[src/include/input_pipe_config.svh]
`ifndef INPUT_PIPE_CONFIG_SVH
`define INPUT_PIPE_CONFIG_SVH

// output window width in words
`define UNITS 3

`define WORD_WIDTH 8

// tallest supported kernel, odd so the rows centre on the middle of a strip
`define KERNEL_H_MAX 3

// words per input beat, a power of two that covers UNITS_EDGES
`define S_WORDS 8

`define UNITS_EDGES (`UNITS + `KERNEL_H_MAX - 1)

`endif

[src/rtl/input_pipe_pkg.sv]
`include "input_pipe_config.svh"

package input_pipe_pkg;

  localparam int KH_BITS = $clog2(`KERNEL_H_MAX);

  // header beat layout, as word indices into the data field
  localparam int I_IS_MAXPOOL = 0; // flag sits in bit 0 of this word
  localparam int I_KERNEL_H_1 = 1; // kernel height minus one in the low bits

  typedef logic [`WORD_WIDTH-1:0] word_t;

  typedef struct packed {
    word_t [`S_WORDS-1:0] data;
    logic [`S_WORDS-1:0]  keep;
    logic                 last;
  } in_beat_t;

  typedef struct packed {
    logic               is_maxpool;
    logic [KH_BITS-1:0] kernel_h_1;
  } header_t;

  typedef struct packed {
    word_t [`UNITS-1:0] words;
    logic               last;
  } win_t;

  // a window travels with the header of the packet it came from
  typedef struct packed {
    win_t    win;
    header_t header;
  } shift_out_t;

  typedef struct packed {
    word_t [`UNITS-1:0] pixels_1;
    word_t [`UNITS-1:0] pixels_2;
    logic               is_maxpool;
    logic               last;
  } out_beat_t;

endpackage

[src/rtl/axis_skid_buffer.sv]
module axis_skid_buffer #(
  parameter type payload_t = logic
) (
  input  logic     aclk,
  input  logic     reset,
  input  payload_t s_data,
  input  logic     s_valid,
  output logic     s_ready,
  output payload_t m_data,
  output logic     m_valid,
  input  logic     m_ready
);

  payload_t main_q;
  payload_t skid_q;
  logic     main_valid;
  logic     skid_valid;
  logic     load_main;

  assign load_main = m_ready || !main_valid; // main register drains or is empty this cycle
  assign s_ready   = !skid_valid;            // straight from a flop, no path from m_ready
  assign m_data    = main_q;
  assign m_valid   = main_valid;

  always_ff @(posedge aclk) begin
    if (reset) begin
      main_valid <= 1'b0;
      skid_valid <= 1'b0;
    end else if (load_main) begin
      if (skid_valid) begin
        main_valid <= 1'b1;
        skid_valid <= 1'b0;
      end else begin
        main_valid <= s_valid;
      end
    end else if (s_valid && !skid_valid) begin
      skid_valid <= 1'b1; // downstream stalled after ready was already seen high
    end
  end

  always_ff @(posedge aclk) begin
    if (load_main) begin
      main_q <= skid_valid ? skid_q : s_data;
    end else if (s_valid && !skid_valid) begin
      skid_q <= s_data;
    end
  end

endmodule

[src/rtl/column_shifter.sv]
`include "input_pipe_config.svh"

module column_shifter (
  input  logic                       aclk,
  input  logic                       reset,
  input  input_pipe_pkg::in_beat_t   s_beat,
  input  logic                       s_valid,
  output logic                       s_ready,
  output input_pipe_pkg::shift_out_t m_out,
  output logic                       m_valid,
  input  logic                       m_ready
);
  import input_pipe_pkg::*;

  logic                     expect_hdr;
  header_t                  hdr_q;
  word_t [`UNITS_EDGES-1:0] data_q;
  logic                     last_q;
  logic [KH_BITS-1:0]       off_q;
  logic                     valid_q;
  logic [KH_BITS-1:0]       first_off;
  logic [KH_BITS-1:0]       last_off;
  logic                     at_last;
  logic                     accept;
  logic                     take_data;

  // rows of the kernel are centred in the strip, so height 1 uses offset 1 only
  assign first_off = KH_BITS'((`KERNEL_H_MAX - 1 - int'(hdr_q.kernel_h_1)) / 2);
  assign last_off  = first_off + hdr_q.kernel_h_1;
  assign at_last   = (off_q == last_off);

  // a new beat enters only once the final window of the current one leaves
  assign s_ready   = !valid_q || (m_ready && at_last);
  assign accept    = s_valid && s_ready;
  assign take_data = accept && !expect_hdr;

  always_ff @(posedge aclk) begin
    if (reset) begin
      expect_hdr <= 1'b1;
      hdr_q      <= '0;
      off_q      <= '0;
      valid_q    <= 1'b0;
    end else begin
      if (accept && expect_hdr) begin
        expect_hdr       <= 1'b0;
        hdr_q.is_maxpool <= s_beat.data[I_IS_MAXPOOL][0];
        hdr_q.kernel_h_1 <= s_beat.data[I_KERNEL_H_1][KH_BITS-1:0];
      end
      if (take_data) begin
        off_q   <= first_off;
        valid_q <= 1'b1;
        if (s_beat.last) begin
          expect_hdr <= 1'b1; // following beat opens the next packet
        end
      end else if (valid_q && m_ready) begin
        if (at_last) begin
          valid_q <= 1'b0;
        end else begin
          off_q <= off_q + KH_BITS'(1);
        end
      end
    end
  end

  // only the significant words are held, and unkept ones read as zero padding
  always_ff @(posedge aclk) begin
    if (take_data) begin
      last_q <= s_beat.last;
      for (int i = 0; i < `UNITS_EDGES; i++) begin
        data_q[i] <= s_beat.keep[i] ? s_beat.data[i] : '0;
      end
    end
  end

  always_comb begin
    for (int j = 0; j < `UNITS; j++) begin
      m_out.win.words[j] = data_q[int'(off_q) + j];
    end
    m_out.win.last = last_q && at_last; // only the final row offset closes the packet
    m_out.header   = hdr_q;
  end

  assign m_valid = valid_q;

endmodule

[src/rtl/stream_join.sv]
module stream_join (
  input  logic                       aclk,
  input  logic                       reset,
  input  input_pipe_pkg::shift_out_t a_out,
  input  input_pipe_pkg::shift_out_t b_out,
  input  logic                       a_valid,
  input  logic                       b_valid,
  output logic                       a_ready,
  output logic                       b_ready,
  output input_pipe_pkg::out_beat_t  m_beat,
  output logic                       m_valid,
  input  logic                       m_ready,
  output logic                       config_error
);

  logic both_valid;
  logic fire;
  logic kh_mismatch;
  logic last_mismatch;

  assign both_valid = a_valid && b_valid;
  assign fire       = both_valid && m_ready;

  // neither side advances alone, which keeps the two shifters in lockstep
  assign a_ready = fire;
  assign b_ready = fire;
  assign m_valid = both_valid;

  assign m_beat.pixels_1   = a_out.win.words;
  assign m_beat.pixels_2   = b_out.win.words;
  assign m_beat.is_maxpool = a_out.header.is_maxpool; // stream 1 owns the pooling flag
  assign m_beat.last       = a_out.win.last;

  assign kh_mismatch   = (a_out.header.kernel_h_1 != b_out.header.kernel_h_1);
  assign last_mismatch = (a_out.win.last != b_out.win.last);

  always_ff @(posedge aclk) begin
    if (reset) begin
      config_error <= 1'b0;
    end else if (fire && (kh_mismatch || last_mismatch)) begin
      config_error <= 1'b1; // held until the next reset
    end
  end

endmodule

[src/rtl/axis_input_pipe.sv]
module axis_input_pipe (
  input  logic                      aclk,
  input  logic                      reset,
  input  input_pipe_pkg::in_beat_t  s_axis_pixels_1,
  input  logic                      s_axis_pixels_1_tvalid,
  output logic                      s_axis_pixels_1_tready,
  input  input_pipe_pkg::in_beat_t  s_axis_pixels_2,
  input  logic                      s_axis_pixels_2_tvalid,
  output logic                      s_axis_pixels_2_tready,
  output input_pipe_pkg::out_beat_t m_axis,
  output logic                      m_axis_tvalid,
  input  logic                      m_axis_tready,
  output logic                      config_error
);
  import input_pipe_pkg::*;

  in_beat_t   in_1_beat;
  logic       in_1_valid;
  logic       in_1_ready;
  in_beat_t   in_2_beat;
  logic       in_2_valid;
  logic       in_2_ready;
  shift_out_t sh_1_out;
  logic       sh_1_valid;
  logic       sh_1_ready;
  shift_out_t sh_2_out;
  logic       sh_2_valid;
  logic       sh_2_ready;
  out_beat_t  join_beat;
  logic       join_valid;
  logic       join_ready;

  axis_skid_buffer #(.payload_t(in_beat_t)) in_1 (
    .aclk, .reset,
    .s_data (s_axis_pixels_1), .s_valid (s_axis_pixels_1_tvalid),
    .s_ready (s_axis_pixels_1_tready),
    .m_data (in_1_beat), .m_valid (in_1_valid), .m_ready (in_1_ready)
  );

  axis_skid_buffer #(.payload_t(in_beat_t)) in_2 (
    .aclk, .reset,
    .s_data (s_axis_pixels_2), .s_valid (s_axis_pixels_2_tvalid),
    .s_ready (s_axis_pixels_2_tready),
    .m_data (in_2_beat), .m_valid (in_2_valid), .m_ready (in_2_ready)
  );

  column_shifter shift_1 (
    .aclk, .reset,
    .s_beat (in_1_beat), .s_valid (in_1_valid), .s_ready (in_1_ready),
    .m_out (sh_1_out), .m_valid (sh_1_valid), .m_ready (sh_1_ready)
  );

  column_shifter shift_2 (
    .aclk, .reset,
    .s_beat (in_2_beat), .s_valid (in_2_valid), .s_ready (in_2_ready),
    .m_out (sh_2_out), .m_valid (sh_2_valid), .m_ready (sh_2_ready)
  );

  // join is a reserved word, so the instance carries a suffix
  stream_join join_inst (
    .aclk, .reset,
    .a_out (sh_1_out), .b_out (sh_2_out),
    .a_valid (sh_1_valid), .b_valid (sh_2_valid),
    .a_ready (sh_1_ready), .b_ready (sh_2_ready),
    .m_beat (join_beat), .m_valid (join_valid), .m_ready (join_ready),
    .config_error (config_error)
  );

  axis_skid_buffer #(.payload_t(out_beat_t)) out_buf (
    .aclk, .reset,
    .s_data (join_beat), .s_valid (join_valid), .s_ready (join_ready),
    .m_data (m_axis), .m_valid (m_axis_tvalid), .m_ready (m_axis_tready)
  );

endmodule

[config.mk]
export PLATFORM = sky130hd
export DESIGN_NAME = axis_input_pipe
export DESIGN_NICKNAME = d
export VERILOG_FILES = /design/src/rtl/input_pipe_pkg.sv /design/src/rtl/axis_skid_buffer.sv /design/src/rtl/column_shifter.sv /design/src/rtl/stream_join.sv /design/src/rtl/axis_input_pipe.sv
export VERILOG_INCLUDE_DIRS = /design/src /design/src/include
export SDC_FILE = /design/constraint.sdc
export NUM_CORES = 1
export LEC_CHECK = 0
export BUFFER_PORTS_ARGS = -buffer_cell sky130_fd_sc_hd__buf_2
export CORE_MARGIN = 2
export CORE_UTILIZATION = 60
export CTS_BUF_LIST = sky130_fd_sc_hd__clkbuf_2
export DETAILED_ROUTE_END_ITERATION = 16
export GPL_TIMING_DRIVEN = 1
export PLACE_DENSITY = 0.8
export SLEW_MARGIN = 25
export SYNTH_ARGS = -nofsm -noshare
export SYNTH_HDL_FRONTEND = slang
export SYNTH_SLANG_ARGS = --single-unit
[constraint.sdc]
create_clock -name aclk -period 7.7 [get_ports aclk]
set_input_delay 1.155 -clock aclk [delete_from_list [all_inputs] [get_ports aclk]]
set_output_delay 1.155 -clock aclk [all_outputs]
set_load 0.02 [all_outputs]
==> results.md <==
- Status: finished clean
- Primary FF master, synth: edfxtp_1
- Register area share after synthesis: 72.7%
- Placed cells: 1386
- Syn Nets: 1085
- Die area: 27400 sq um
- Max stage delay cell, worst path: buf_4
- Setup TNS: 0 ns
- Non-filler cells in the finished layout: 1545
- Clock skew: 0.0594 ns
- Routed len/inst: 17.7 microns
- Layout cells sized above 1: 40.8%
- Placer Congestion: 0.814
- P per Cell Area: 225 nW/um^2
- CTS sink cnt: 386
- Crit end category: output pin
- Fin util: 68.3%
- CTS tree: done
- Hold buffers post-CTS: 0
- Slew margin rel.: 32.7%
- Critical path cell sequence: buf_4 > inv_1 > buf_2
- Critical Path AT: 2.00 ns
- Max_cap viols: 0
- Worst VDD drop: 0.218 mV
- Post-Route WL: 27.4 mm
- Vias in the first global route: 8404
- Post CTS Setup Buffer Count: 0
- Combinational share of power: 4.8%
- Synth unique cells: 47
- Reg clk slew, reported paths: 0.10 ns
- Vias/cell: 5.43
- PostCTS Resize Cnt: 0
- Worst r2r path cells: 6
- Die width: 166 microns
- Critical path class: reg2out
- Clock share of power: 35.1%
- Synthesized flop and latch total: 386
- Synth top area share: 70.1%
- Req. time, crit path: 6.55 ns
- DP Wirelength: 18.3 mm
- Static Leakage: 6.40 nW
- Post-synth EDFFs: 366
- Place WS: 4.52 ns
- Total CTS buffers: 91
- Worst-Margin Slew: 1.01 ns
- Minimum clock period: 3.15 ns
- Hold Path Class: reg2reg
- Port Buffers: 150
- Worst Hold Path EP: shift_2.last_q
- Critical path peak fanout: 49
- Starting Density: 60.7%
- Antenna viol nets, final: 0
- Final critical-path share of the clock period: 41.0%
- Min setup slack post-route: 4.55 ns
- First-pass GRT wire length: 43.6 mm
- Worst flop-to-flop path startpoint: shift_2.off_q[1]
- Peak Freq: 0.317 GHz
- Residual DRC: 0
- Hold path depth: 0
- H-Tree Depth: 3
- Core Rows: 59
- Vias: 8384
- Max Buffers Root-to-Sink: 3
- Initial drt markers: 679
- Final hold viol count: 0
- RR Endpoint: in_2.skid_q[28]
- P&R area growth vs syn: 12.7%
- CP Launch Type: flop
- Async SR Flop Fraction: 0%
- Max-slew violations: 0
- Clk root buf: clkbuf_2
- DRT Pass-1 Iters: 5
- Hold Crit Start: in_2.m_data[0]
- Ranking of synthesized cells by area: edfxtp_1 (70%), mux2_2 (12%), and2_1 (3.2%), dfxtp_1 (2.6%), mux2i_1 (2.0%)
- CP max stage delay: 0.49 ns
- RSZ-0062 raised after global routing: no
- DIE HEIGHT: 166 microns
- Initial antenna violation count: 1
- Sequential power share: 60.1%
- Avg Cell Area, Syn: 16.8 sq um
- Reg-to-reg slack, setup: 4.62 ns
- Gr usage total: 20.1%
- Grt total ovfl: 0
- Largest net degree at the start of global routing: 54
- Net Switching: 0.000878 W
- Syn Std Cell Area: 15700 sq um
- Setup violators final: 0
- Switch share: 22.1%
- Post-Synthesis Cells: 932
- Area leader, netlist: edfxtp_1
- Core Region: 25800 sq um
- Latest clock arrival within the worst-skew pair: 0.90 ns
- Boundary Pins: 205
- Synth Warn #: 0
- Fin nets: 1297
- Internal power: 0.00309 W
==> through the flow <==
step	instance area, sq um	total power (W)	hold WS (ns)
final	17700	0.00397	0.461
after global routing	17700	0.00415	0.357
after global placement	16700	0.00261	0.443
after detailed placement	16700	0.00262	0.442
after floorplan	15700	0.00254	0.417
after CTS	17700	0.00401	0.374
==> Yosys cell counts (12+ instances only) <==
cell,instances
a21oi_1,12
inv_1,31
and2_1,80
clkbuf_1,17
mux2_2,164
o21ai_0,37
nand2_1,50
mux2i_1,31
edfxtp_1,366
nor2_1,12
o22ai_1,15
dfxtp_1,20
==> worst max path at each step <==
stage / slack (ns) / endpoint / depth (start not counted) / start
global placement: 4.57 / out_buf.skid_q[34] / 5 / m_axis_tready
detailed placement: 4.52 / out_buf.skid_q[34] / 5 / m_axis_tready
floorplan: 1.36 / in_2.skid_q[0] / 4 / shift_2.m_out[0]
global route: 4.35 / s_axis_pixels_1_tready / 3 / in_1.skid_valid
CTS: 4.44 / s_axis_pixels_1_tready / 3 / in_1.skid_valid
finish: 4.55 / s_axis_pixels_1_tready / 3 / in_1.skid_valid
==> worst max-delay path, delay by kind of cell (launching register included) <==
kind | cells | cell delay (ns)
flops | 1 | 0.32
buf+inv | 3 | 0.77
==> power groups by stage <==
stage | registers (W) | logic (W) | clock network [W]
after floorplan | 0.00243 | 0.000107 | 0
after global placement | 0.00243 | 0.000185 | 0
after detailed placement | 0.00243 | 0.000189 | 0
after CTS | 0.00238 | 0.000191 | 0.00144
after global routing | 0.00239 | 0.000208 | 0.00155
final | 0.00238 | 0.000190 | 0.00139
==> flip-flops by register name (all words and copies together) (netlist names), 2 cells and up <==
| name | flops |
|---|---|
| in_1.m_data | 46 |
| out_buf.skid_q | 50 |
| shift_2.off_q | 2 |
| shift_1.off_q | 2 |
| shift_2.data_q | 40 |
| in_2.m_data | 46 |
| shift_2.m_out | 2 |
| in_1.skid_q | 46 |
| in_2.skid_q | 46 |
| shift_1.data_q | 40 |
| out_buf.m_data | 50 |
| shift_1.m_out | 3 |
==> cell type report <==
class	count	area [sq um]
antenna	1	2.50
clock buffer	126	631
clock inverter	32	290
fill	1788	8180
inverter	33	124
multi-input combinational	471	3960
sequential	386	11400
tap	335	419
timing repair buffer	161	833
==> metal layers <==
metal,GRT usage [%],vias to the layer above,part of all wire (%)
li1,-,4016,-
met1,30.6,4005,47
met2,28.4,318,43
met3,4.99,45,7.4
met4,7.67,0,1.9
met5,0,-,0
==> cell families (layout without fill, tap and decap cells) <==
family / count (synthesis) / count (layout) / share of synthesized area [%]
AOI/OAI and AO/OA: 82 / 82 / 3.19
and+or+nand+nor: 177 / 177 / 6.43
muxes: 204 / 204 / 15.0
adders and majority gates: 2 / 2 / 0.160
buffers and inverters: 75 / 352 / 2.17
DFF: 386 / 386 / 72.7
xor gates and xnor gates: 6 / 6 / 0.383
other: 0 / 1 / 0
==> cell usage in the layout, fill, tap and decap left out, types with 15 or more instances in the layout <==
cell type | netlist | layout
edfxtp_1 | 366 | 366
dfxtp_1 | 20 | 16
clkinv_1 | 0 | 19
mux2_2 | 164 | 164
nand2_1 | 50 | 50
and2_1 | 80 | 80
buf_2 | 9 | 150
o21ai_0 | 37 | 37
clkbuf_2 | 0 | 126
inv_1 | 31 | 31
o22ai_1 | 15 | 15
mux2i_1 | 31 | 31
Power figures use the tool's default switching activity.
